==> config.mk <==
export PLATFORM = sky130hd
export DESIGN_NAME = load_extract
export DESIGN_NICKNAME = d
export VERILOG_FILES = /design/src/verilog/lsu_pkg.sv /design/src/verilog/axil_pkg.sv /design/src/verilog/load_extract.sv
export SDC_FILE = /design/constraint.sdc
export NUM_CORES = 1
export LEC_CHECK = 0
export ABC_AREA = 1
export BUFFER_PORTS_ARGS = -buffer_cell sky130_fd_sc_hd__buf_2
export CELL_PAD_IN_SITES_DETAIL_PLACEMENT = 0
export CELL_PAD_IN_SITES_GLOBAL_PLACEMENT = 1
export CORE_ASPECT_RATIO = 0.6
export CORE_MARGIN = 2
export CORE_UTILIZATION = 24
export DETAILED_ROUTE_END_ITERATION = 10
export GPL_TIMING_DRIVEN = 0
export MAX_ROUTING_LAYER = met4
export PLACE_DENSITY_LB_ADDON = 0.1
export SLEW_MARGIN = 20
export SYNTH_ARGS = -nofsm -noshare
export SYNTH_HDL_FRONTEND = slang
export SYNTH_SLANG_ARGS = --single-unit
==> constraint.sdc <==
create_clock -name vclk -period 0.9
set_input_delay 0.045 -clock vclk [all_inputs]
set_output_delay 0.045 -clock vclk [all_outputs]
set_load 0.005 [all_outputs]
==> src/verilog/lsu_pkg.sv <==
`default_nettype none

package lsu_pkg;

  // core-side memory operations
  typedef enum logic [2:0] {
    LB  = 3'd0,
    LBU = 3'd1,
    LH  = 3'd2,
    LHU = 3'd3,
    LW  = 3'd4,
    SB  = 3'd5,
    SH  = 3'd6,
    SW  = 3'd7
  } lsu_op_e;

  typedef enum logic [2:0] {
    IDLE,
    ISSUE_RD,
    ISSUE_WR,
    WAIT_R,
    WAIT_B,
    RESP
  } lsu_state_e;

  function automatic logic is_store(input lsu_op_e op);
    return (op == SB) || (op == SH) || (op == SW);
  endfunction

  // log2 of the access size in bytes
  function automatic logic [1:0] op_size(input lsu_op_e op);
    case (op)
      LB, LBU, SB: return 2'd0;
      LH, LHU, SH: return 2'd1;
      default:     return 2'd2;
    endcase
  endfunction

endpackage

`default_nettype wire

==> src/verilog/axil_pkg.sv <==
`default_nettype none

package axil_pkg;

  // bus geometry
  localparam int ADDR_W = 32;
  localparam int DATA_W = 32;
  localparam int STRB_W = DATA_W / 8;

  // AXI response codes in use
  typedef enum logic [1:0] {
    OKAY   = 2'b00,
    SLVERR = 2'b10
  } resp_e;

endpackage

`default_nettype wire

==> src/verilog/load_extract.sv <==
`timescale 1ns/1ns
`default_nettype none

module load_extract (
  input  lsu_pkg::lsu_op_e              op,
  input  logic [1:0]                    offset,
  input  logic [axil_pkg::DATA_W-1:0]   rdata,
  output logic [axil_pkg::DATA_W-1:0]   value
);

  logic [axil_pkg::DATA_W-1:0] shifted;

  // bring the addressed byte down to lane 0
  always_comb begin
    case (offset)
      2'b00:   shifted = rdata;
      2'b01:   shifted = {8'b0, rdata[31:8]};
      2'b10:   shifted = {16'b0, rdata[31:16]};
      default: shifted = {24'b0, rdata[31:24]};
    endcase
  end

  always_comb begin
    case (op)
      lsu_pkg::LB:  value = {{24{shifted[7]}}, shifted[7:0]};
      lsu_pkg::LBU: value = {24'b0, shifted[7:0]};
      lsu_pkg::LH:  value = {{16{shifted[15]}}, shifted[15:0]};
      lsu_pkg::LHU: value = {16'b0, shifted[15:0]};
      // word loads pass the whole lane
      default:      value = shifted;
    endcase
  end

endmodule

`default_nettype wire

# == Yosys cells after proc, flatten, opt, wreduce, memory -nomap -nowiden ==
# Cells that the tools add are included.
# Widths: inputs -> output; s select.
# op_classes
n_addsub,0
n_mul,0
n_div,0
order_cmp,0
eq_ne,5
shifts,0
n_mux,2
bitwise,0
reduce_logical,2
# op_table
op,count
$pmux 32 s4,1
$pmux 32 s3,1
$eq 3x2->1 const B,2
$eq 3x1->1 const B,1
$logic_not 3->1,1
$eq 2x1->1 const B,1
$eq 2x2->1 const B,1
$logic_not 2->1,1
# totals
reg_bits,0
latchBits,0
ramBits,0
rom_bits,0
input_bits,37
out_inout_bits,32
word_cells,9
n_memories,0

# == Longest topological paths before layout ==
# Gate-level depths: netlist (run 1).
# logic_depth
word_depth,3
mapped_depth,8

# == Worst setup path before layout (run 1) ==
# No wires, ideal clock.
# synth_path
path_type,input-to-output
start,input port offset[0]
end,output port value[16] (netlist bit)
arrival_time_ns,0.781
slack_ns,0.074
stages,6
n_path_buf,2
cell_sequence,buf_6 o21ai_0 nand3_2 nand3_4 buf_6 nand3_1
# synth_between
elab_chain_len,3
word_cells_on_any_way,5
# synth_lines
item,line_no,rtl
start: declaration,load_extract.sv:6,"input logic [1:0] offset,"
$eq 2x2->1 (tied with other cells),load_extract.sv:15,case (offset)
$pmux 32 s3 *,load_extract.sv:15,
$pmux 32 s4 *,load_extract.sv:24,case (op)
end: declaration,load_extract.sv:8,output logic [axil_pkg::DATA_W-1:0] value
# Mark *: on every way between the ends. The rest lies on a longest branch, timed or not.

# == Worst setup path in the final report (run 1) ==
# layout_path
start,input port offset[1]
end,output port value[16] (netlist bit)
# The elaborated chain is that of the path after synthesis.

==> flow_summary.ini, run 1 <==
[logic_synthesis]
synth_fp_nets = 198
synth_top_area_share_pct = 35.5
synth_area_um2 = 815
yosys-top-cells-area = nand2_1 35%, nand3_1 14%, buf_6 6.9%
yosys_warnings = 0
yosysSeqAreaShare_pct = 0
synth_cell_types = 22
yosysMostFrequentCell = nand2_1
avgSynthCellArea_um2 = 5.06
netlist_instances = 161
yosysTopAreaCell = nand2_1
synth_common_cells = 77 x nand2_1, 23 x nand3_1, 11 x inv_1, 11 x o21ai_0, 7 x o211ai_1

[global_route]
grt_pass1_wl_mm = 5.89
grt_antenna_before_repair = 0
grt_pass1_vias = 1233
grt-ovfl-total = 0
grt.total_usage_pct = 19.1
grt_max_degree = 11

[timing]
tns_ns = -2.12
post-route-period-util_pct = 112
period_needed_ns = 1.01
hold_viol = 0
fmax_mhz = 991
whs_ns = 0.398
setup_violations = 31
relSlewSlack_pct = 82.9
maxSlewViolCount = 0
worst_slack_ns = -0.109
max_slew.worst_pin.slew_ns = 0.256
rsz0062_at_grt = true

[route]
met3WireLength_um = 253
first_iter_violations = 55
met2_length_mm = 1.58
drc = 0
vias = 1351
ant_nets = 0
dr.pass1.iters = 4
via_per_inst = 4.76
wl_per_cell_um = 13.6
drt-met1-wl_mm = 2.04
wirelength_mm = 3.88
maxUsedRoutingLayer = met4

[critical_path]
cp-start-kind = primary input
slowest_stage = buf_6
worstSetupEndpointType = output port
crit_arrival_ns = 0.96
max_stage_delay_ns = 0.16
cp_cell_sequence = buf_8 -> nand2_4 -> inv_4 -> nand2_2 -> nand3_4 -> buf_6 -> nand3_1 -> buf_2
crit_type = in2out
cp_max_fo = 10
cp.required_ns = 0.85

[power_and_ir_drop]
leakage_nw = 0.909
irDropWorstVdd_mv = 0.171
power_density_nw_per_um2 = 495

[final_layout]
regArea_um2 = 0
nets = 278
seq_cells = 0
num-clock-buffers = 0
fin_util_pct = 45.3
area_growth_pct = 80.2
diodes = 0
n_fill_cell = 365
drive_gt1_share_pct = 52.3

[outcome]
outcome = complete, but fails checks
violations = negative setup slack

[floorplanning]
core_um2 = 3240
die_area_um2 = 3890
ioPinCount = 69
die_h_um = 49.1
fp-row-count = 16
initial_core_util_pct = 25.1
die_width_um = 79.2

[placement]
place.gp.congestion = 0.791
portBuffers = 67
hpwl_mm = 2.96

[min_path]
hold_depth = 4
min_from = rdata[1]
whs_endpoint = value[1]
min_path_type = in2out

[run]
maxCapViolCount = 0
==> placed cells by master (no fill, tap or decap), types with 2 or more instances in the layout <==
cell and instances:
a21oi_1 2, buf_2 69, buf_4 7, buf_6 7, inv_1 9, inv_2 2
inv_4 3, nand2_1 71, nand2_2 5, nand2_4 3, nand3_1 11, nand3_2 12
nand3_4 3, nor2_4 3, o2111ai_1 4, o211ai_1 7, o21ai_0 4, o21ai_1 5
o21ai_2 2
==> metrics by stage <==
step                std cells  setup slack [ns]  area, um^2  total power, mW
floorplan                 161            0.0741         815            0.318
global placement          273            -0.331        1210            0.601
detailed placement        273            -0.329        1210            0.608
CTS                       283           -0.0970        1370            0.676
global route              284            -0.182        1470            0.802
finish                    284            -0.109        1470            0.726
==> routing by layer <==
metal | track usage, % | vias to the layer above
li1 | - | 691
met1 | 30.0 | 592
met2 | 28.0 | 66
met3 | 0.926 | 2
met4 | 0.862 | 0
met5 | - | -
==> final cells by class <==
class                           instances  area, um^2  share of cell area (%)
Buffer                                  9         104                    7.08
Timing Repair Buffer                   78         420                    28.6
Tap cell                               45        56.3                    3.84
Inverter                               14        60.1                    4.09
Multi-Input combinational cell        138         827                    56.4
==> worst max-delay path: cells and delay by family <==
family	cells	cell delay, ns
simple gates	4	0.38
buf+inv	4	0.53
==> cells by family (layout without fill, tap and decap cells) <==
kind of cell / Yosys count / count (layout) / synth area share (%)
AND/OR/NAND/NOR: 112 / 112 / 63.3
AO/OA/AOI/OAI: 26 / 26 / 20.4
buffers and inverters: 23 / 101 / 16.3
==> how the worst max path moves through the flow <==
stage / from / end / slack [ns] / cells past startpoint
4_1_cts: offset[0] / value[10] / -0.1 / 8
3_3_place_gp: offset[0] / value[12] / -0.33 / 7
3_5_place_dp: offset[0] / value[11] / -0.33 / 7
6_report: offset[1] / value[16] / -0.11 / 8
5_1_grt: offset[0] / value[11] / -0.18 / 8
2_1_floorplan: offset[0] / value[16] / 0.07 / 6
==> power breakdown <==
part           switching, mW  total (mW)  internal [mW]  leakage (nW)
Clock                      0           0              0             0
Combinational          0.396       0.726          0.331         0.909
Sequential                 0           0              0             0
==> timing repair <==
item / CTS / global route
pin swaps: 4 / 4
setup buffers: 7 / 1
endpoints found under the setup margin: 31 / 31
resized for setup: 29 / 26
hold buffers: 0 / 0
cloned: 3 / 0
No activity file was read; power rests on OpenSTA's default activity.
==> run 2: changes to the inputs <==
--- a/config.mk
+++ b/config.mk
@@ -16,6 +16,7 @@
 export GPL_TIMING_DRIVEN = 0
 export MAX_ROUTING_LAYER = met4
 export PLACE_DENSITY_LB_ADDON = 0.1
+export REMOVE_ABC_BUFFERS = 1
 export SLEW_MARGIN = 20
 export SYNTH_ARGS = -nofsm -noshare
 export SYNTH_HDL_FRONTEND = slang
==> run 2 against run 1 <==
Count of clock-buffer cells in the layout is the same. Flip-flop and latch count stayed put. Core utilization up 5.7 points. Non-clock buffer count decreased by 5. Design area grew 13%. Combinational power increased by 15%. Global-route usage increased by 3.8 points. Worst setup slack improved by 0.046 ns. First-iteration DRC count rose by 27%. Largest power group unchanged. Cell count is the same. Highest routed layer unchanged. Critical path type unchanged. The run still ends with negative setup slack left. Hold slack lost 0.028 ns.
==> flow_summary.ini, run 2 (synthesis results as in run 1) <==
[outcome]
outcome = complete, but fails checks
violations = negative setup slack

[placement]
place_inst = 266
hpwl_mm = 2.55
portBuffers = 69
place.gp.congestion = 0.849

[final_layout]
seq_cells = 0
nets = 278
regArea_um2 = 0
area_growth_pct = 103
drive_gt1_share_pct = 53.1
num-clock-buffers = 0
layout_common_cells = 69 x nand2_1, 62 x buf_2, 13 x nand3_2
diodes = 0
mostFrequentLayoutCell = nand2_1
multi_input_area_um2 = 961
stdcell_count = 284
n_fill_cell = 335

[critical_path]
cpMostUsedCell = nand3_4
path_buf_inv = 2
crit_type = in2out
max_stage_delay_ns = 0.18
cp_cell_sequence = buf_12 -> nor2_8 -> nand2_4 -> nand3_4 -> nand3_4 -> nand3_2 -> buf_2
worstSetupEndpointType = output port
crit_arrival_ns = 0.92
slowest_stage = nand3_4
cp.required_ns = 0.85
cp_max_fo = 6
cp-start-kind = primary input
crit_family = simple AND/OR/NAND/NOR gates

[power_and_ir_drop]
leakage_nw = 0.932
power_mw = 0.838
irDropWorstVdd_mv = 0.273
power_density_nw_per_um2 = 507

[timing]
maxSlewViolCount = 0
rsz0062_at_grt = true
worst_slack_ns = -0.0629
whs_ns = 0.370
relSlewSlack_pct = 84.2
fmax_mhz = 1040
post-route-period-util_pct = 107
hold_viol = 0
period_needed_ns = 0.963
setup_violations = 24
max_slew.worst_pin.slew_ns = 0.236

[route]
via_per_inst = 5.12
ant_nets = 0
dr.pass1.iters = 4
vias = 1454
wirelength_mm = 4.30
first_iter_violations = 70
wl_per_cell_um = 15.2
drc = 0

[global_route]
met3_usage_pct = 2.04
grt-ovfl-total = 0
grt_max_degree = 15
grt.total_usage_pct = 22.9
top_usage_layer = met2
grt_antenna_before_repair = 0
grt_pass1_vias = 1462
grt_pass1_wl_mm = 7.00
grt_use_met2_pct = 36.6
met1_usage_pct = 31.8

[clock_tree]
hold_buffers = 0

[floorplanning]
die_h_um = 49.1
ioPinCount = 69
die_width_um = 79.2
die_area_um2 = 3890
core_um2 = 3240
fp-row-count = 16
initial_core_util_pct = 25.1

[run]
maxCapViolCount = 0

[min_path]
min_path_type = in2out
[run 2: path summary, 6_finish.rpt]
path                       from         to  slack [ns]  cells past startpoint
worst max-delay path  offset[0]  value[18]       -0.06                      7
worst min-delay path   rdata[3]   value[3]        0.37                      4
[run 2: metal layers]
layer / part of all wire, % / routed length (um) / vias up
met5: 0 / 0 / -
met4: 1.0 / 44 / 0
met3: 7.7 / 333 / 4
met2: 45 / 1960 / 73
met1: 46 / 1970 / 670
li1: - / - / 707
[run 2: area by class of cell]
class	count	area share (%)
multi-input combinational	143	58.2
timing repair buffer	82	34.5
inverter	14	3.94
tap	45	3.41
[run 2: power breakdown]
group / switching (mW) / leakage, nW / internal (mW)
combinational: 0.450 / 0.932 / 0.388
clock: 0 / 0 / 0
sequential: 0 / 0 / 0
total: 0.450 / 0.932 / 0.388
[run 2: through the flow]
step / worst slack (ns) / utilization (%) / area [um^2] / setup TNS [ns]
after floorplan: 0.0863 / - / 734 / 0
final: -0.0629 / 50.9 / 1650 / -0.870
after global routing: -0.112 / 50.9 / 1650 / -2.44
after detailed placement: -0.486 / 35.0 / 1140 / -12.71
after global placement: -0.482 / 35.0 / 1140 / -12.27
after CTS: -0.0637 / 49.9 / 1620 / -0.741
[run 2: timing repair]
| item | CTS | global route |
|---|---|---|
| setup buffers | 12 | 0 |
| setup endpoints to repair | 32 | 28 |
| pin swaps | 21 | 11 |
| gates resized for setup | 67 | 8 |
| gates cloned | 6 | 0 |
