File: src/verilog/lsu_pkg.sv
`default_nettype none

package lsu_pkg;

  // core-side memory operations
  typedef enum logic [2:0] {
    LB  = 3'd0,
    LBU = 3'd1,
    LH  = 3'd2,
    LHU = 3'd3,
    LW  = 3'd4,
    SB  = 3'd5,
    SH  = 3'd6,
    SW  = 3'd7
  } lsu_op_e;

  typedef enum logic [2:0] {
    IDLE,
    ISSUE_RD,
    ISSUE_WR,
    WAIT_R,
    WAIT_B,
    RESP
  } lsu_state_e;

  function automatic logic is_store(input lsu_op_e op);
    return (op == SB) || (op == SH) || (op == SW);
  endfunction

  // log2 of the access size in bytes
  function automatic logic [1:0] op_size(input lsu_op_e op);
    case (op)
      LB, LBU, SB: return 2'd0;
      LH, LHU, SH: return 2'd1;
      default:     return 2'd2;
    endcase
  endfunction

endpackage

`default_nettype wire

File: src/verilog/axil_pkg.sv
`default_nettype none

package axil_pkg;

  // bus geometry
  localparam int ADDR_W = 32;
  localparam int DATA_W = 32;
  localparam int STRB_W = DATA_W / 8;

  // AXI response codes in use
  typedef enum logic [1:0] {
    OKAY   = 2'b00,
    SLVERR = 2'b10
  } resp_e;

endpackage

`default_nettype wire

File: src/verilog/lsu_fsm.sv
`timescale 1ns/1ns
`default_nettype none

module lsu_fsm (
  input  logic                          clk,
  input  logic                          rstn,
  // core request
  input  logic                          req_valid,
  input  lsu_pkg::lsu_op_e              req_op,
  input  logic [axil_pkg::ADDR_W-1:0]   req_addr,
  input  logic [axil_pkg::DATA_W-1:0]   req_wdata,
  output logic                          req_ready,
  // core response
  output logic                          rsp_valid,
  output logic [axil_pkg::DATA_W-1:0]   rsp_rdata,
  output logic                          rsp_err,
  input  logic                          rsp_ready,
  // data path helpers
  input  logic                          misaligned,
  input  logic [axil_pkg::DATA_W-1:0]   lane_data,
  input  logic [axil_pkg::STRB_W-1:0]   strb,
  input  logic [axil_pkg::DATA_W-1:0]   load_value,
  output logic [1:0]                    offset,
  output lsu_pkg::lsu_op_e              op_q,
  // AXI4-Lite master
  output logic [axil_pkg::ADDR_W-1:0]   araddr,
  output logic                          arvalid,
  input  logic                          arready,
  input  logic [axil_pkg::DATA_W-1:0]   rdata,
  input  axil_pkg::resp_e               rresp,
  input  logic                          rvalid,
  output logic                          rready,
  output logic [axil_pkg::ADDR_W-1:0]   awaddr,
  output logic                          awvalid,
  input  logic                          awready,
  output logic [axil_pkg::DATA_W-1:0]   wdata,
  output logic [axil_pkg::STRB_W-1:0]   wstrb,
  output logic                          wvalid,
  input  logic                          wready,
  input  axil_pkg::resp_e               bresp,
  input  logic                          bvalid,
  output logic                          bready
);

  lsu_pkg::lsu_state_e         state;
  logic [axil_pkg::ADDR_W-1:0] addr_q;
  logic [axil_pkg::DATA_W-1:0] wdata_q;
  logic [axil_pkg::STRB_W-1:0] strb_q;
  logic                        aw_done;
  logic                        w_done;
  logic                        aw_fin;
  logic                        w_fin;

  assign req_ready = (state == lsu_pkg::IDLE);
  assign rsp_valid = (state == lsu_pkg::RESP);
  assign arvalid   = (state == lsu_pkg::ISSUE_RD);
  assign rready    = (state == lsu_pkg::WAIT_R);
  assign bready    = (state == lsu_pkg::WAIT_B);

  // AW and W go up together, each drops on its own handshake
  assign awvalid = (state == lsu_pkg::ISSUE_WR) && !aw_done;
  assign wvalid  = (state == lsu_pkg::ISSUE_WR) && !w_done;
  assign aw_fin  = aw_done || (awvalid && awready);
  assign w_fin   = w_done || (wvalid && wready);

  assign araddr = addr_q;
  assign awaddr = addr_q;
  assign wdata  = wdata_q;
  assign wstrb  = strb_q;

  always_ff @(posedge clk) begin
    if (!rstn) begin
      state   <= lsu_pkg::IDLE;
      aw_done <= 1'b0;
      w_done  <= 1'b0;
    end else begin
      case (state)
        lsu_pkg::IDLE: begin
          if (req_valid) begin
            // misaligned requests skip the bus entirely
            if (misaligned) state <= lsu_pkg::RESP;
            else if (lsu_pkg::is_store(req_op)) state <= lsu_pkg::ISSUE_WR;
            else state <= lsu_pkg::ISSUE_RD;
          end
        end
        lsu_pkg::ISSUE_RD: if (arready) state <= lsu_pkg::WAIT_R;
        lsu_pkg::WAIT_R:   if (rvalid) state <= lsu_pkg::RESP;
        lsu_pkg::ISSUE_WR: begin
          if (aw_fin && w_fin) begin
            state   <= lsu_pkg::WAIT_B;
            aw_done <= 1'b0;
            w_done  <= 1'b0;
          end else begin
            aw_done <= aw_fin;
            w_done  <= w_fin;
          end
        end
        lsu_pkg::WAIT_B:   if (bvalid) state <= lsu_pkg::RESP;
        lsu_pkg::RESP:     if (rsp_ready) state <= lsu_pkg::IDLE;
        default:           state <= lsu_pkg::IDLE;
      endcase
    end
  end

  // request capture and response registers
  always_ff @(posedge clk) begin
    if (req_valid && req_ready) begin
      addr_q  <= {req_addr[axil_pkg::ADDR_W-1:2], 2'b00};
      offset  <= req_addr[1:0];
      op_q    <= req_op;
      wdata_q <= lane_data;
      strb_q  <= strb;
      rsp_err   <= misaligned;
      rsp_rdata <= '0;
    end
    if (rvalid && rready) begin
      rsp_rdata <= load_value;
      rsp_err   <= (rresp != axil_pkg::OKAY);
    end
    if (bvalid && bready) begin
      rsp_rdata <= '0;
      rsp_err   <= (bresp != axil_pkg::OKAY);
    end
  end

  a_rsp_hold: assert property (@(posedge clk) disable iff (!rstn)
    rsp_valid && !rsp_ready |=> rsp_valid && $stable(rsp_rdata) && $stable(rsp_err));

  a_ar_aw_excl: assert property (@(posedge clk) disable iff (!rstn)
    !(arvalid && awvalid));

  // the core keeps a waiting request in place
  a_req_stable: assert property (@(posedge clk) disable iff (!rstn)
    req_valid && !req_ready |=> req_valid && $stable(req_op) && $stable(req_addr)
      && $stable(req_wdata));

endmodule

`default_nettype wire

File: config.mk
export PLATFORM = sky130hd
export DESIGN_NAME = lsu_fsm
export DESIGN_NICKNAME = d
export VERILOG_FILES = /design/src/verilog/lsu_pkg.sv /design/src/verilog/axil_pkg.sv /design/src/verilog/lsu_fsm.sv
export SDC_FILE = /design/constraint.sdc
export NUM_CORES = 1
export LEC_CHECK = 0
export BUFFER_PORTS_ARGS = -buffer_cell sky130_fd_sc_hd__buf_4
export CORE_AREA = 4 4 123 125
export DETAILED_ROUTE_END_ITERATION = 6
export DIE_AREA = 0 0 127 129
export GPL_ROUTABILITY_DRIVEN = 0
export GPL_TIMING_DRIVEN = 0
export RECOVER_POWER = 100
export SLEW_MARGIN = 10
export SYNTH_ARGS = -nofsm -noshare
export SYNTH_HDL_FRONTEND = slang
export SYNTH_SLANG_ARGS = --single-unit
File: constraint.sdc
create_clock -name clk -period 12.65 [get_ports clk]
set_clock_uncertainty 0.2 [all_clocks]
set_input_delay 2.53 -clock clk [delete_from_list [all_inputs] [get_ports clk]]
set_output_delay 2.53 -clock clk [all_outputs]
set_load 0.005 [all_outputs]
# Word-level counts from Yosys, hierarchy flattened
# Index checks and enable logic that the tools add are counted.
# word_totals
reg_bits	109
word_cells	60
out_inout_bits	145
# op_classes
mux	16
n_reduce_logical	20
eq_ne	14
# ops
op	n
$mux W32	2
$mux W3	7
$pmux W3 S6	1
$eq A3 B3 Y1 const B	5
$logic_and A1 B1 Y1	8
$eq A3 B2 Y1 const B	2
$ne A2 B1 Y1 const B	3
$ne A2 B2 Y1 const B	3
$reduce_and A6 Y1	1
$reduce_bool A2 Y1	3
$mux W1	5
$logic_or A1 B1 Y1	4
$eq A3 B1 Y1 const B	1
$logic_not A3 Y1	1
$reduce_bool A3 Y1	1
$logic_not A1 Y1	2
$mux W2	1

# Depth between registers and ports, before layout
# logic_depth
word_depth	7
depth_mapped	6
ltp_nobuf	3

# Worst setup path after synthesis
# Ideal clock, no wire load.
# synth_timing
path_kind	input -> register
from	input req_valid
to	register rsp_rdata[2] (netlist name)
cell_stages	3
arrival_ns	10.339
setup_slack_ns	1.986
path_buffers	0
t_required_ns	12.324
setup_ns	0.126
path_cell_list	nor4b_1 nand3b_1 a21oi_1
# synth_via
elab_chain_cells	2
# synth_rtl
element	line	rtl
start: declaration	lsu_fsm.sv:8	input logic req_valid,
$logic_and A1 B1 Y1	lsu_fsm.sv:107	if (req_valid && req_ready) begin
$reduce_bool A2 Y1 (no line)	n/a	
end signal: assignment	lsu_fsm.sv:117	rsp_rdata <= load_value;
end: declaration	lsu_fsm.sv:15	output logic [axil_pkg::DATA_W-1:0] rsp_rdata,
# Every way passes these cells.
# A chain may end at the register's enable or synchronous reset.

# Worst setup path after layout
# layout_timing
from	input req_valid
to	register addr_q, in the netlist araddr[11] (enable)
# layout_via
elab_chain_cells	1
# layout_rtl
element	line	rtl
$logic_and A1 B1 Y1	lsu_fsm.sv:107	
end signal: assignment	lsu_fsm.sv:108	addr_q <= {req_addr[axil_pkg::ADDR_W-1:2], 2'b00};
end: declaration	lsu_fsm.sv:46	logic [axil_pkg::ADDR_W-1:0] addr_q;
# Every way passes these cells.

==> run_results.csv <==
group,metric,value,unit
floorplanning,die_h,129,µm
sta,fin_crit,5690,ps
sta,finalHoldViolCount,0,
synthesis,synth-edff-count,72,
sta,rsz0062_at_grt,"no",
synthesis,async_flop_share,0,%
clocking,clockRootBuffer,"clkbuf_16",
clocking,cts_tree,"built",
run_status,run_status,"finished with violations",
detailed_routing,num_vias,3027,
synthesis,yosysMostFrequentCell,"edfxtp_1",
place,dp.final_hpwl,9270,µm
setup_path,cp_max_fo,9,
setup_path,critical_path_class,"in -> reg",
setup_path,path_cells,"clkbuf_1 > nor4b_1 > clkbuf_1 > clkbuf_1 > clkbuf_1 > clkbuf_1",
detailed_routing,wire_per_inst,15.7,µm
setup_path,r2r-end,"araddr[11]$_DFFE_PP_",
setup_path,slowest_delay,1200,ps
global_route,grt_max_degree,19,
global_route,grt_usage,12.9,%
power,peakVddDrop,0.0000617,V
final_layout,fin_nets,710,
setup_path,required,12460,ps
setup_path,reg2reg_slack,8720,ps
flow_run,drv_cap,1,
global_route,gr-total-overflow,0,
power,clkPwrFrac,28.8,%
sta,slew_viol_final,1,
final_layout,fillers,1317,
synthesis,synth_fa_ha_area_share,0,%
setup_path,reg2reg_from,"state[0]$_SDFFE_PN0P_",
power,power_density,156,nW/µm²
floorplanning,start_util,28.2,%
detailed_routing,first_pass_iters,5,
clocking,ctsLongestPathBuffers,2,
synthesis,synth_mux_area_share,0.543,%
synthesis,synth_top_cell_area_share,55.2,%
floorplanning,io_pins,326,
setup_path,arrival,5500,ps
final_layout,antenna_cells,0,
clocking,cts.sinks,109,
floorplanning,rows,43,
final_layout,syn_to_final_growth,59.4,%
synthesis,yosys-top-cells-area,"edfxtp_1 55%, dfxtp_1 19%, a22o_1 6.9%",
detailed_routing,initialDrtViolationCount,152,
power,p_int,721,µW
synthesis,synth_top_flop_cell,"edfxtp_1",
setup_path,cpMostUsedCell,"clkbuf_1",
worst_hold_path,hold_path_depth,1,
sta,worst_pin_slew,1480,ps
clocking,clock_latency,340,ps
detailed_routing,routed_wirelength,11200,µm
power,power_frac_comb,23.9,%
synthesis,ys_seq_area_share,74.2,%
synthesis,synth-xor-area-share,0,%
synthesis,syn_inst,248,
detailed_routing,vias_per_cell,4.24,
power,p_leak,2.65,nW
setup_path,critPathSlowestCell,"nor4b_1",
worst_hold_path,hold_path.class,"reg -> reg",
synthesis,synth_seq_cells,109,
floorplanning,dieArea,16400,µm²
final_layout,drive_above_1_share,50.9,%
sta,finalSetupViolations,0,
final_layout,final_area,6240,µm²
floorplanning,core,13900,µm²
setup_path,reg2regPathDepth,7,
synthesis,synthTopCellsByCount,"72 x edfxtp_1, 37 x dfxtp_1, 35 x buf_4",
power,p_sw,251,µW
clocking,cts_setup_buffers,0,
setup_path,worst-path-buf-inv,5,
setup_path,worstSetupEndpointType,"flip-flop",
clocking,ctsHoldBuffers,0,
synthesis,synth_compound_area_share,10.2,%
sta,fmax,0.176,GHz
power,p_seq_share,47.3,%
worst_hold_path,whs_endpoint,"rsp_rdata[22]$_SDFFE_PP0P_",
global_route,grt_pass1_wl,16200,µm
setup_path,cp-start-kind,"primary input",
place,placed_area,6160,µm²
detailed_routing,drc,0,
synthesis,synth_cell_types,36,
sta,slew_headroom,-0.367,%
clocking,cts-htree-levels,3,
sta,fin_crit_sh,45.0,%
sta,finalSetupTns,0,ps
power,swShare,25.8,%
clocking,cts_resized,0,
global_route,grt_pass1_vias,3018,
synthesis,yosysWarnings,0,
place,io_buffers,257,
synthesis,netlist_area,3910,µm²
global_route,antenna_found_initial,0,
synthesis,synth_top_area_cell,"edfxtp_1",
synthesis,synth_top_family_by_area,"compound AO/OA/AOI/OAI gates",
detailed_routing,antenna_left,0,
run_status,violations,"capacitance limit, slew limit",
floorplanning,fp.dieW,127,µm
clocking,cts_buffers,9,
setup_path,crit_family,"buffers and inverters",
synthesis,avgSynthCellArea,15.8,µm²
worst_hold_path,hold_start,"rsp_rdata[22]$_SDFFE_PP0P_",
synthesis,synth-simple-area-share,5.53,%
clocking,path_clk_slew,70,ps
-- worst register-to-register path, stage by stage, from the launching register on --
cell and delay (ps):
dfxtp_1 310, buf_2 180, buf_6 160, nor4b_1 1170, clkbuf_1 450, clkbuf_1 440, clkbuf_1 360, clkbuf_1 340
-- worst max path at each step --
stage	start	endpoint	cells after the start
after global routing	req_valid	araddr[5]$_DFFE_PP_	6
final	req_valid	araddr[11]$_DFFE_PP_	6
after global placement	req_valid	rsp_rdata[2]$_SDFFE_PP0P_	4
after detailed placement	req_valid	araddr[5]$_DFFE_PP_	6
after CTS	req_valid	araddr[5]$_DFFE_PP_	6
after floorplan	req_valid	rsp_rdata[2]$_SDFFE_PP0P_	3
-- per-layer routing --
metal	share of wire [%]	GRT usage, %	wire (µm)
met4	1.8	5.30	206
met1	38	15.0	4310
met3	10	4.86	1160
met2	49	21.7	5530
met5	0	0	0
-- state kept, by name (all words and copies together), names as in the netlist --
register,count
araddr,30
aw_done,1
rsp_rdata,32
offset,2
w_done,1
rsp_err,1
state,3
op_q,3
wstrb,4
wdata,32
-- per-stage QoR --
| stage | util (%) | setup WS [ps] | total power, mW | hold slack [ps] | std cells |
|---|---|---|---|---|---|
| floorplan | - | 1990 | 0.581 | 266 | 251 |
| global placement | 43.8 | -1510 | 0.735 | 257 | 688 |
| detailed placement | 44.4 | 7770 | 0.736 | 259 | 698 |
| CTS | 46.5 | 8130 | 1.02 | 281 | 714 |
| global route | 44.9 | 6520 | 1.03 | 289 | 714 |
| finish | 44.9 | 6960 | 0.972 | 278 | 714 |
-- cells by family (layout without fill, tap and decap cells) --
kind of cell           count (synthesis)  count (layout)
other                                  1               4
multiplexers                           2               2
AND/OR/NAND/NOR                       35              35
flip-flops                           109             109
AO/OA/AOI/OAI                         50              50
buffers and inverters                 51             334
-- power groups by stage --
stage | clock network, mW | registers (mW) | logic (mW)
finish | 0.280 | 0.460 | 0.232
global route | 0.306 | 0.466 | 0.254
CTS | 0.290 | 0.462 | 0.266
detailed placement | 0 | 0.470 | 0.266
global placement | 0 | 0.486 | 0.249
floorplan | 0 | 0.485 | 0.0966
-- cell usage in the layout, fill, tap and decap left out, types with 6 or more instances in the layout --
cell,n
dfxtp_1,37
clkbuf_1,58
a22o_1,31
edfxtp_1,72
a21oi_1,6
clkbuf_16,9
nor2_1,8
buf_4,80
clkbuf_4,169
-- final cells by class --
type / instances / area (µm²) / share of cell area, %
clock inverters: 7 / 71.3 / 1.14
repair buffers: 267 / 1810 / 29.0
well taps: 180 / 225 / 3.61
clock buffers: 9 / 225 / 3.61
inverters: 4 / 15.0 / 0.241
flip-flops and latches: 109 / 2900 / 46.5
multi-input cells: 91 / 653 / 10.5
plain buffers: 47 / 337 / 5.40
Power figures use the tool's default switching activity.
