--- src/verilog/lsu_pkg.sv ---
`default_nettype none

package lsu_pkg;

  // core-side memory operations
  typedef enum logic [2:0] {
    LB  = 3'd0,
    LBU = 3'd1,
    LH  = 3'd2,
    LHU = 3'd3,
    LW  = 3'd4,
    SB  = 3'd5,
    SH  = 3'd6,
    SW  = 3'd7
  } lsu_op_e;

  typedef enum logic [2:0] {
    IDLE,
    ISSUE_RD,
    ISSUE_WR,
    WAIT_R,
    WAIT_B,
    RESP
  } lsu_state_e;

  function automatic logic is_store(input lsu_op_e op);
    return (op == SB) || (op == SH) || (op == SW);
  endfunction

  // log2 of the access size in bytes
  function automatic logic [1:0] op_size(input lsu_op_e op);
    case (op)
      LB, LBU, SB: return 2'd0;
      LH, LHU, SH: return 2'd1;
      default:     return 2'd2;
    endcase
  endfunction

endpackage

`default_nettype wire

--- src/verilog/axil_pkg.sv ---
`default_nettype none

package axil_pkg;

  // bus geometry
  localparam int ADDR_W = 32;
  localparam int DATA_W = 32;
  localparam int STRB_W = DATA_W / 8;

  // AXI response codes in use
  typedef enum logic [1:0] {
    OKAY   = 2'b00,
    SLVERR = 2'b10
  } resp_e;

endpackage

`default_nettype wire

--- src/verilog/store_align.sv ---
`timescale 1ns/1ns
`default_nettype none

module store_align (
  input  lsu_pkg::lsu_op_e              op,
  input  logic [axil_pkg::ADDR_W-1:0]   addr,
  input  logic [axil_pkg::DATA_W-1:0]   wdata,
  output logic [axil_pkg::DATA_W-1:0]   lane_data,
  output logic [axil_pkg::STRB_W-1:0]   strb,
  output logic                          misaligned
);

  logic [1:0]                  offset;
  logic [1:0]                  size;
  logic [axil_pkg::STRB_W-1:0] base_mask;

  assign offset = addr[1:0];
  assign size   = lsu_pkg::op_size(op);

  // move store data up to the addressed byte lane
  always_comb begin
    case (offset)
      2'b00:   lane_data = wdata;
      2'b01:   lane_data = {wdata[23:0], 8'b0};
      2'b10:   lane_data = {wdata[15:0], 16'b0};
      default: lane_data = {wdata[7:0], 24'b0};
    endcase
  end

  always_comb begin
    case (size)
      2'd0:    base_mask = 4'b0001;
      2'd1:    base_mask = 4'b0011;
      default: base_mask = 4'b1111;
    endcase
  end

  // loads never write, so their strobe stays empty
  assign strb = lsu_pkg::is_store(op) ? (base_mask << offset) : '0;

  // halfwords need an even offset, words a zero offset
  always_comb begin
    case (size)
      2'd1:    misaligned = offset[0];
      2'd2:    misaligned = |offset;
      default: misaligned = 1'b0;
    endcase
  end

endmodule

`default_nettype wire

--- config.mk ---
export PLATFORM = sky130hd
export DESIGN_NAME = store_align
export DESIGN_NICKNAME = d
export VERILOG_FILES = /design/src/verilog/lsu_pkg.sv /design/src/verilog/axil_pkg.sv /design/src/verilog/store_align.sv
export SDC_FILE = /design/constraint.sdc
export NUM_CORES = 1
export LEC_CHECK = 0
export ABC_AREA = 1
export CORE_ASPECT_RATIO = 0.9
export CORE_UTILIZATION = 24
export DETAILED_ROUTE_END_ITERATION = 10
export DONT_BUFFER_PORTS = 1
export PLACE_DENSITY = 0.49
export SYNTH_ARGS = -nofsm -noshare
export SYNTH_HDL_FRONTEND = slang
export SYNTH_SLANG_ARGS = --single-unit
--- constraint.sdc ---
create_clock -name vclk -period 0.8
set_clock_uncertainty 0.2 [all_clocks]
set_input_delay 0.04 -clock vclk [all_inputs]
set_output_delay 0.04 -clock vclk [all_outputs]
set_load 0.1 [all_outputs]
# Yosys cells after proc, flatten, opt, wreduce, memory -nomap -nowiden
# Index checks and enable logic that the tools add are counted.
# totals
register_bits,0
mem_count,0
ram_bits,0
in_bits,67
latchBits,0
mem_bits_ro,0
# classes
n_mux,5
n_addsub,0
n_reduce_logical,8
bitwise_logic,0
n_eq_ne,10
n_div,0
shift,1
multipliers,0
magnitude_cmp,0
# op_table
operator,count
$pmux W32 S3,1
$eq A3 B3 Y1 const B,3
$pmux W4 S2,1
$eq A3 B2 Y1 const B,2
$reduce_or A3 Y1,2
$eq A2 B1 Y1 const B,2
$eq A2 B2 Y1 const B,2
$logic_not A2 Y1,2
$mux W4,1
$pmux W2 S2,1
$shl A4 B2 Y4,1
$eq A3 B1 Y1 const B,1
$logic_not A3 Y1,1
$logic_or A1 B1 Y1,2
$pmux W1 S2,1
$reduce_or A2 Y1,1

# Longest topological paths before layout
# Gate-level depths: netlist (run 1).
# logic_depth
word_depth,7
depth_mapped,7
depth_no_buf,7

# Worst setup path after synthesis (run 1)
# No wires, ideal clock.
# synth_path
kind,in2out
start,input port addr[0] (netlist bit)
end,output port lane_data[11] (netlist bit)
slack_ns,-1.317
arrival_ns,1.877
cell_stages,4
path_buffers,1
required_time_ns,0.560
cell_sequence,nor2_2 inv_1 buf_2 o22ai_1
# synth_between
elab_chain_cells,2
# synth_rtl
element,line_no,text
from (decl),store_align.sv:6,"input logic [axil_pkg::ADDR_W-1:0] addr,"
"$eq A2 B2 Y1, or another cell as far along",store_align.sv:22,case (offset)
$pmux W32 S3 (*),store_align.sv:22,
to (decl),store_align.sv:8,"output logic [axil_pkg::DATA_W-1:0] lane_data,"
# Mark *: on every way between the ends. The rest lies on a longest branch, timed or not.

# Final worst setup path (run 1)
# layout_path
start,input port addr[0] (netlist bit)
end,output port lane_data[31] (netlist bit)
# The elaborated chain is that of the path after synthesis.

==> results of run 1 <==
critical path: stages:
cell,delay [ns]
sky130_fd_sc_hd__nor2_4,0.17
sky130_fd_sc_hd__buf_2,0.21
sky130_fd_sc_hd__nand2_1,0.08
sky130_fd_sc_hd__nand4_1,0.15
sky130_fd_sc_hd__buf_12,0.19
final timing paths:
check | from | endpoint | slack, ns | cells past startpoint
worst max-delay path | addr[0] | lane_data[31] | -0.28 | 5
worst min-delay path | addr[1] | strb[1] | 0.06 | 2
metrics by stage:
step	TNS (ns)	utilization [%]	total power [W]
floorplan	-25.63	-	0.001379
global placement	-6.261	82.31	0.002196
detailed placement	-6.853	82.31	0.002220
CTS	-6.936	85.04	0.002258
global route	-9.574	88.50	0.002368
finish	-8.437	88.50	0.002305
routing by layer:
metal	vias up	GRT usage [%]	wire [um]
li1	550	-	-
met1	536	26.85	1252
met2	65	46.30	1912
met3	6	2.804	269
met4	0	0.4274	53
met5	-	0	0
cell families after synthesis:
family | Yosys count | share of synthesized area (%)
AOI/OAI and AO/OA | 20 | 20.94
buffers and inverters | 25 | 17.95
and+or+nand+nor | 86 | 61.11
cells in the mapped netlist (all sizes together):
cell,instances
nand2,62
inv,19
nor2,14
nand4,8
o211ai,8
o21ai,8
buf,5
a21oi,2
nand3,2
o22ai,2
clkinv,1
repair_timing:
action	4_1_cts	5_1_grt
resized for setup	13	17
cloned	0	1
buffers inserted	0	1
setup endpoints to repair	37	37
pin swaps	4	15
hold endpoints to repair	0	0
where the power goes:
| part | internal, W | switching [W] | leakage (nW) | total (W) |
|---|---|---|---|---|
| clock network | 0 | 0 | 0 | 0 |
| registers | 0 | 0 | 0 | 0 |
| logic | 0.000826 | 0.00148 | 0.837 | 0.00231 |
| total | 0.000826 | 0.00148 | 0.837 | 0.00231 |
area by class of cell:
| cell class | count | area share [%] |
|---|---|---|
| Inverter | 20 | 5.738 |
| Multi-Input combinational cell | 106 | 39.03 |
| Tap cell | 27 | 1.702 |
| Timing Repair Buffer | 68 | 53.53 |
==> results, run 1 <==
- The run finished, with violations left.
- Data arrives at the worst endpoint at 0.84 ns.
- Relative to the synthesized area, the layout overhead comes to 238.9%.
- The endpoint kind of the worst setup timing path is an output pin.
- The number of max-slew violations in the final report is 0.
- Of the synthesized area, sequential elements account for 0%.
- For the pin with the worst max-slew slack, the measured transition is just under 0.3 ns.
- The tightest min-delay check is of the in -> out type.
- The worst hold-check slack is a little under 0.06 ns.
- The checks that failed: negative setup slack.
- Setup repair after global routing could not meet its margin everywhere.
- For this run, the top clock speed supported by timing is between 900 and 1000 MHz.
- The number of fill cells is 107.
- After synthesis, the cell types taking the most area are sky130_fd_sc_hd__nand2_1 40%, sky130_fd_sc_hd__o211ai_1 10%, sky130_fd_sc_hd__inv_1 9.6%, sky130_fd_sc_hd__nand4_1 8.5%, sky130_fd_sc_hd__nor2_1 7.1%.
- The layout has 0 clock buffers.
- For this run, the detailed router's first-pass iteration total came to 4.
- The hold-fix buffer count after cts is 0.
- The total count of hold-check failures in the final report is 0.
- In the final layout, flip-flops and latches occupy 0 um^2.
- The power per standard cell area is approximately 1200 nW/um^2.
- The die area is ~2600 um^2.
- The worst max-slew margin expressed relative to the limit is about four fifths.
- The count of max-cap constraint violations is 0.
- Leaving out fill and tap cells, the most frequent cell in the layout is sky130_fd_sc_hd__nand2_1.
- The total setup violations reported at the end of the flow is 37.
- Counting every net in the synthesized netlist gives approximately 200.
- The sequential cell count is 0.
- For this run, design rule violations remaining after detail routing come to 0.
- After synthesis, the largest area contributor takes up 39.74% of total cell area.
- After detailed routing, the number of vias per cell comes to around 5.2.
- The library cell occupying the most area in the post-synthesis netlist is sky130_fd_sc_hd__nand2_1.
- The global-route usage over all layers is 23.41%.
- The placeable core region is approximately 2200 um^2.
- The post-synthesis average cell area is between 4 and 5 um^2.
- After routing the design area is 1984 um^2.
- Across all layers, the routed design uses 1,157 vias.
- Dividing the detail-routed wire length by the instance count gives between 15 and 20 um.
- The number of top-level pins is 104.
- The final layout contains between 200 and 300 nets.
- The violation count after the first detailed-routing iteration is 29.
- After synthesis, the netlist uses 16 different library cells.
- Setup slack on the critical path of the routed design comes to -0.2822 ns.
- The standby leakage power is around 0.84 nW.
- Excluding fillers, the count of instances in the completed layout stands at roughly 220.
- The netlist area before placement is 585.6 um^2.
- Yosys printed 0 warnings.
- In the layout the commonest cells are 46 x sky130_fd_sc_hd__nand2_1, 31 x sky130_fd_sc_hd__buf_12, 21 x sky130_fd_sc_hd__buf_4.
- The number of global-route vias before repair is 1,123.
- In this run the cell area measured after placement is roughly 1800 um^2.
- The worst-case IR drop observed on VDD is 1.040 mV.
- The global placer's final weighted congestion is between 0.7 and 0.8.
- Of the available clock period, the critical path in the final layout requires 135.3%.
- The setup path with the least slack is of type in -> out.
- The number of port buffers is 0.
- Counting I/O delays and the setup requirement, the final critical path takes around 1.1 ns.
- The width of the die is around 54 um.
- The ratio of cells with drive above 1 in the final layout is between 60% and 70%.
- The floorplan step set the die height to 48.86 um.
- The largest net degree at the start of global routing is 11.
- The maximum fanout along the worst path is 5.
- In the synthesized netlist, the number of instances is roughly 130.
- The wire-length estimate of the detail-placed layout is around 2.6 mm.
- The final wirelength is 3.488 mm.
- The number of placement rows is 16.
- The worst endpoint required time is between 0.5 and 0.6 ns.
- In the final layout, the multi-input gates occupy approximately 770 um^2.
- The number of antenna cells inserted is 0.
- Once the floorplan was initialized, standard cells occupied around a quarter of the core.
- The initial antenna violation count is 0.
- The first global-routing pass estimated ~4.8 mm of wire.
- The count of nets left with antenna violations once routing finished came out at 0.
- The leftover overflow at the end of global routing is 0.
- Prior to clock tree synthesis, the placed netlist has a worst setup slack of -0.2430 ns.
- Including well taps, the total number of placed cells is 219.
- The worst setup path is launched from a primary input.
Power figures use the tool's default switching activity.
==> run 2, diff against run 1 <==
- BUFFER_PORTS_ARGS: not set -> -buffer_cell sky130_fd_sc_hd__buf_2
- DONT_BUFFER_PORTS: 1 -> not set
- PLACE_DENSITY: 0.49 -> 0.88
- REMOVE_ABC_BUFFERS: not set -> 1
==> results, run 2 (synthesis gave the netlist of run 1 again) <==
- Hold repair after CTS inserted 0 buffers.
- The detailed placer's ending HPWL is 2.499 mm.
- By instance count, the cell type seen most on the critical path is sky130_fd_sc_hd__inv_2.
- Cells fill roughly 85% of the core in the end.
- The leftover overflow at the end of global routing is 0.
- The initial antenna violation count is 0.
- The worst hold-check slack is 0.2093 ns.
- The run finished, with violations left.
- The final cell area excluding filler cells is roughly 1900 um^2.
- Data arrives at the worst endpoint at just over 1 ns.
- The global-route wire length before repair is 5.388 mm.
- After layout, the worst setup slack is -0.4599 ns.
- The largest net degree at the start of global routing is 13.
- Setup violations remaining at the end of the flow were counted as 37.
- The number of detailed-route iterations in the first pass is 4.
- The tightest min-delay check is of the in -> out type.
- The tool flagged a number of max-cap violations equal to 0.
- The final route contains 1,233 vias.
- The design has 0 sequential cells.
- STA classifies the critical path endpoint as an output pin.
- The area after detailed placement is approximately 1600 um^2.
- The cell family contributing the most delay on the critical path is buffers and inverters.
- The master of the slowest instance on the critical path is sky130_fd_sc_hd__o211ai_1.
- The initial cell density of the core is between 20% and 30%.
- The final routed wire length divided by cell count is approximately 15 um.
- The sequential cells in the finished layout cover a total of 0 um^2.
- After routing, the total negative slack on setup checks comes to -12.88 ns.
- Setup repair after global routing could not meet its margin everywhere.
- The startpoint type of the worst setup path is a primary input.
- The count of nets after finishing is 284.
- The width of the die is between 50 and 60 um.
- The number of port buffers is 74.
- The total count of hold-check failures in the final report came to 0.
- The number of design rule violations left after detail routing is 0.
- The maximum fanout along the worst path is 6.
- The number of antenna cells inserted is 0.
- The number of top-level pins is 104.
- The post-route netlist has between 50 and 60% of its cells at a drive strength greater than 1.
- Dividing total power by cell area gives a power density of 1212 nW/um^2.
- The worst endpoint required time is ~0.56 ns.
- The number of placement rows is 16.
- In this run, the number of DRC markers left after iteration 0 of detailed routing was 28.
- At the pin with the least slew margin, the transition time is between 0.3 and 0.4 ns.
- The post-layout minimum cycle time is about 1.3 ns.
- The global placer's final weighted congestion is roughly 0.8.
- The die area is 2642 um^2.
- The pre-CTS setup slack is -0.5196 ns.
- The total buffers and inverters traversed by the critical path is 4.
- The number of global-route vias before repair is around 1,200.
- The worst ir drop on vdd is 1.060 mV.
- The number of max-slew violations in the final report is 0.
- Across every metal layer, demand over resource in global routing totals a little over a quarter.
- The post-route fraction of the period consumed by the critical path is 157.5%.
- The delay of the slowest cell on the worst path is approximately 0.33 ns.
- Summed over all layers, the routed wires come to 3.599 mm.
- The worst pin sits at a relative slew slack of ~77%.
- The layout-stage area growth over the synthesis result is 226.9%.
- The clock buffer count in the final layout is 0.
- The analysis attributes to cell leakage a power of approximately 0.9 nW.
- In the routed layout, each cell is associated on average with a via count of 5.095.
- The die is slightly below 50 um tall.
- By startpoint and endpoint, the worst setup path is classified as in -> out.
- The count of nets left with antenna violations once routing finished came out at 0.
- The most common library cell in the layout ignoring fill and taps is sky130_fd_sc_hd__nand2_1.
- The core region is roughly 2200 um^2.
- The checks that failed: negative setup slack.
- The signal on the critical path passes through buf_6 > inv_2 > nor2_4 > inv_2 > o211ai_1 > clkbuf_16.
- The peak clock frequency supported by timing is 793.7 MHz.
- In the layout the commonest cells are 55 x sky130_fd_sc_hd__nand2_1, 37 x sky130_fd_sc_hd__buf_12, 33 x sky130_fd_sc_hd__buf_2.
==> run 2: worst min-delay path: stages <==
cell and delay, ns:
sky130_fd_sc_hd__buf_6 0.11, sky130_fd_sc_hd__nor2_4 0.05, sky130_fd_sc_hd__buf_12 0.16
==> run 2: per-stage QoR <==
step,cells,power [W]
finish,242,0.002321
global route,242,0.002392
CTS,241,0.002274
detailed placement,236,0.002105
global placement,236,0.002082
floorplan,126,0.001250
==> run 2: metal layers <==
metal  wire [um]  global-route usage (%)  vias to the layer above
met5           0                       0                        -
met4          46                   3.846                        0
met3         269                   2.804                        4
met2        2020                   55.76                       69
met1        1263                   27.78                      573
li1            -                       -                      587
==> run 2: path summary, 6_finish.rpt <==
path / startpoint / endpoint / slack (ns) / cells after the start
worst min-delay path: addr[1] / strb[1] / 0.21 / 3
worst max-delay path: addr[1] / lane_data[21] / -0.46 / 6
==> run 2: repair_timing <==
item / in CTS / in global routing
pin swaps: 16 / 3
hold endpoints to repair: 0 / 0
setup endpoints to repair: 37 / 37
setup buffers: 5 / 1
gates cloned: 0 / 0
resized for setup: 64 / 10
==> run 2: layout make-up <==
class	instances	area, um^2
Timing Repair Buffer	89	1114
Fill cell	115	327.8
Tap cell	27	33.78
Multi-Input combinational cell	106	681.9
Inverter	20	85.08
==> run 2: report_power, final <==
part           leakage, nW  internal, W  switching [W]
Sequential               0            0              0
Combinational        0.877     0.000801        0.00152
Clock                    0            0              0
==> run 3, diff against run 2 <==
- CORE_MARGIN: not set -> 2
==> results, run 3 (synthesis gave the netlist of run 1 again) <==
- The flow ran to the end, but the final reports show violations.
- The checks that failed: negative setup slack.
- In this run the worst hold path is classified as in -> out.
- The class of the most critical setup path is in -> out.
- The number of max-slew violations in the final report is 0.
- Broken down by cell family, the worst path's largest delay share belongs to buffers and inverters.
- The number of vias in the routed layout is around 1,200.
- Setup repair after global routing could not meet its margin everywhere.
- The initial cell density of the core is 26.12%.
- The floorplan step defined a die boundary enclosing between 2000 and 3000 um^2.
- The analysis attributes to cell leakage a power of roughly 0.84 nW.
- The internal portion of the total power is 0.0007586 W.
- The die is slightly above 50 um tall.
- The number of fill cells is ~150.
- Cells with a size suffix above 1 make up 56.67% of the layout.
- The library cell used most frequently in the layout, excluding fill and tap cells, is sky130_fd_sc_hd__nand2_1.
- The clock buffer count in the final layout is 0.
- STA classifies the critical path endpoint as an output pin.
- The global placer's final weighted congestion is about 0.79.
- The relative contribution of the clock network to total power is 0%.
- The combinational fraction of design power is 100.0%.
- The power per standard cell area is between 1000 and 1500 nW/um^2.
- The number of port buffers is 74.
- The total buffers and inverters traversed by the critical path is 3.
- The peak clock frequency supported by timing is a little over 800 MHz.
- The detail route stage leaves a number of antenna-violating nets equal to 0.
- The global-route wire length before repair is 5.457 mm.
- The post-route worst setup slack is -0.4242 ns.
- The largest individual stage delay along the critical path comes from the cell sky130_fd_sc_hd__o22ai_2.
- Registers are responsible for 0% of the overall power.
- Summed over all nets, the switching power comes to roughly 0.0015 W.
- The routed design could run at a clock period as short as between 1 and 1.5 ns.
- The total stage count of the critical path is 5.
- In this run the worst path has a maximum fanout of 11.
- On the worst path, the slowest cell contributes a delay of 0.24 ns.
- The most critical setup path has its endpoint at lane_data[9].
- The initial antenna violation count is 0.
- For this design, the CTS-stage hold fixing added 0 buffers.
- The number of detailed-route iterations in the first pass is 4.
- Relative to the synthesized area, the layout overhead comes to 202.4%.
- The net count of the finished layout is between 200 and 300.
- Setup total negative slack on the finished layout was measured at -13.00 ns.
- In this run the horizontal extent of the chip is between 50 and 60 um.
- The number of placed instances with taps included is roughly 240.
- Summing all flip-flop and latch instances after layout gives 0 um^2.
- The final wirelength is between 3 and 4 mm.
- In this run switching power makes up approximately two thirds of total power.
- The number of global-route vias before repair came to about 1,200.
- The total count of hold-check failures in the final report was 0.
- The final routed wire length divided by cell count is 15.62 um.
- The overall power after layout is around 0.0022 W.
- The worst max-slew margin expressed relative to the limit is 76.69%.
- The placeable core region is roughly 2200 um^2.
- Cells fill about 80% of the core in the end.
- The total setup violations reported at the end of the flow is 37.
- Dividing the final minimum period by the clock period gives 153.0%.
- Sequential cells placed in the final layout were counted as 0.
- The actual transition at the worst max-transition pin is 0.3492 ns.
- In the layout the commonest cells are 57 x sky130_fd_sc_hd__nand2_1, 37 x sky130_fd_sc_hd__buf_12, 32 x sky130_fd_sc_hd__buf_2.
- The largest net degree at the start of global routing is 15.
- IR analysis of the VDD net gives a maximum drop of 0.9145 mV.
- The floorplan has 16 rows.
- Once placement finished, the instance area stood at roughly 1600 um^2.
- The final cell count without fillers is 237.
- The final cell area excluding filler cells is 1770 um^2.
- The detailed-route vias per instance is about 5.2.
- The leftover overflow at the end of global routing is 0.
- The count of max-cap constraint violations is 0.
- The worst endpoint required time is ~0.56 ns.
- The worst setup path is launched from a primary input.
- The launch point of the critical path is addr[0].
- Traced cell by cell, the critical path runs through buf_8 > nor2_4 > inv_2 > o22ai_2 > buf_12.
- After detailed routing, the number of remaining DRC violations is 0.
- In the global route stage, overall resource usage came out at 23.82%.
- The violation count after the first detailed-routing iteration is 50.
- The detailed placer's ending HPWL is around 2.6 mm.
- The number of antenna cells inserted is 0.
- The arrival time at the worst endpoint is roughly 0.98 ns.
- The number of top-level pins is ~100.
-- run 3: routing by layer --
| metal | wire (um) | share of wire (%) | GRT usage, % | vias to the layer above |
|---|---|---|---|---|
| li1 | - | - | - | 580 |
| met5 | 0 | 0 | 0 | - |
| met4 | 43 | 1.2 | 2.778 | 0 |
| met3 | 221 | 6.0 | 1.266 | 11 |
| met2 | 2080 | 56 | 50.20 | 70 |
| met1 | 1356 | 37 | 26.75 | 568 |
-- run 3: power by group through the flow --
stage / logic, W / clock network (W) / registers [W]
5_1_grt: 0.00231 / 0 / 0
3_5_place_dp: 0.00211 / 0 / 0
4_1_cts: 0.00220 / 0 / 0
2_1_floorplan: 0.00125 / 0 / 0
3_3_place_gp: 0.00208 / 0 / 0
6_report: 0.00225 / 0 / 0
-- run 3: worst min path at each step --
stage	cells after the start	to	slack, ns	from
floorplan	1	strb[1]	0.22	addr[1]
global placement	4	lane_data[1]	0.29	wdata[1]
detailed placement	4	lane_data[1]	0.28	wdata[1]
CTS	3	strb[1]	0.19	addr[1]
global route	3	strb[1]	0.21	addr[1]
finish	3	strb[1]	0.20	addr[1]
-- run 3: layout make-up --
cell class,instances,area [um^2],share of cell area (%)
multi-input cells,106,594.3,33.57
repair buffers,84,1059,59.79
inverters,20,83.83,4.735
well taps,27,33.78,1.908
-- run 3: metrics by stage --
step / worst slack [ns] / hold slack, ns
global route: -0.4673 / 0.2061
finish: -0.4242 / 0.2026
global placement: -0.4502 / 0.2861
CTS: -0.3734 / 0.1918
floorplan: -1.751 / 0.2152
detailed placement: -0.4983 / 0.2806
-- run 3: tightest hold or removal path, stage by stage --
cell	delay (ns)
sky130_fd_sc_hd__buf_8	0.11
sky130_fd_sc_hd__nor2_2	0.05
sky130_fd_sc_hd__buf_12	0.16
-- run 3: what timing repair did --
item                       in CTS  in global routing
cloned                          1                  0
gates resized for setup        43                 14
pin swaps                       7                  7
setup endpoints to repair      37                 37
setup buffers                   0                  0
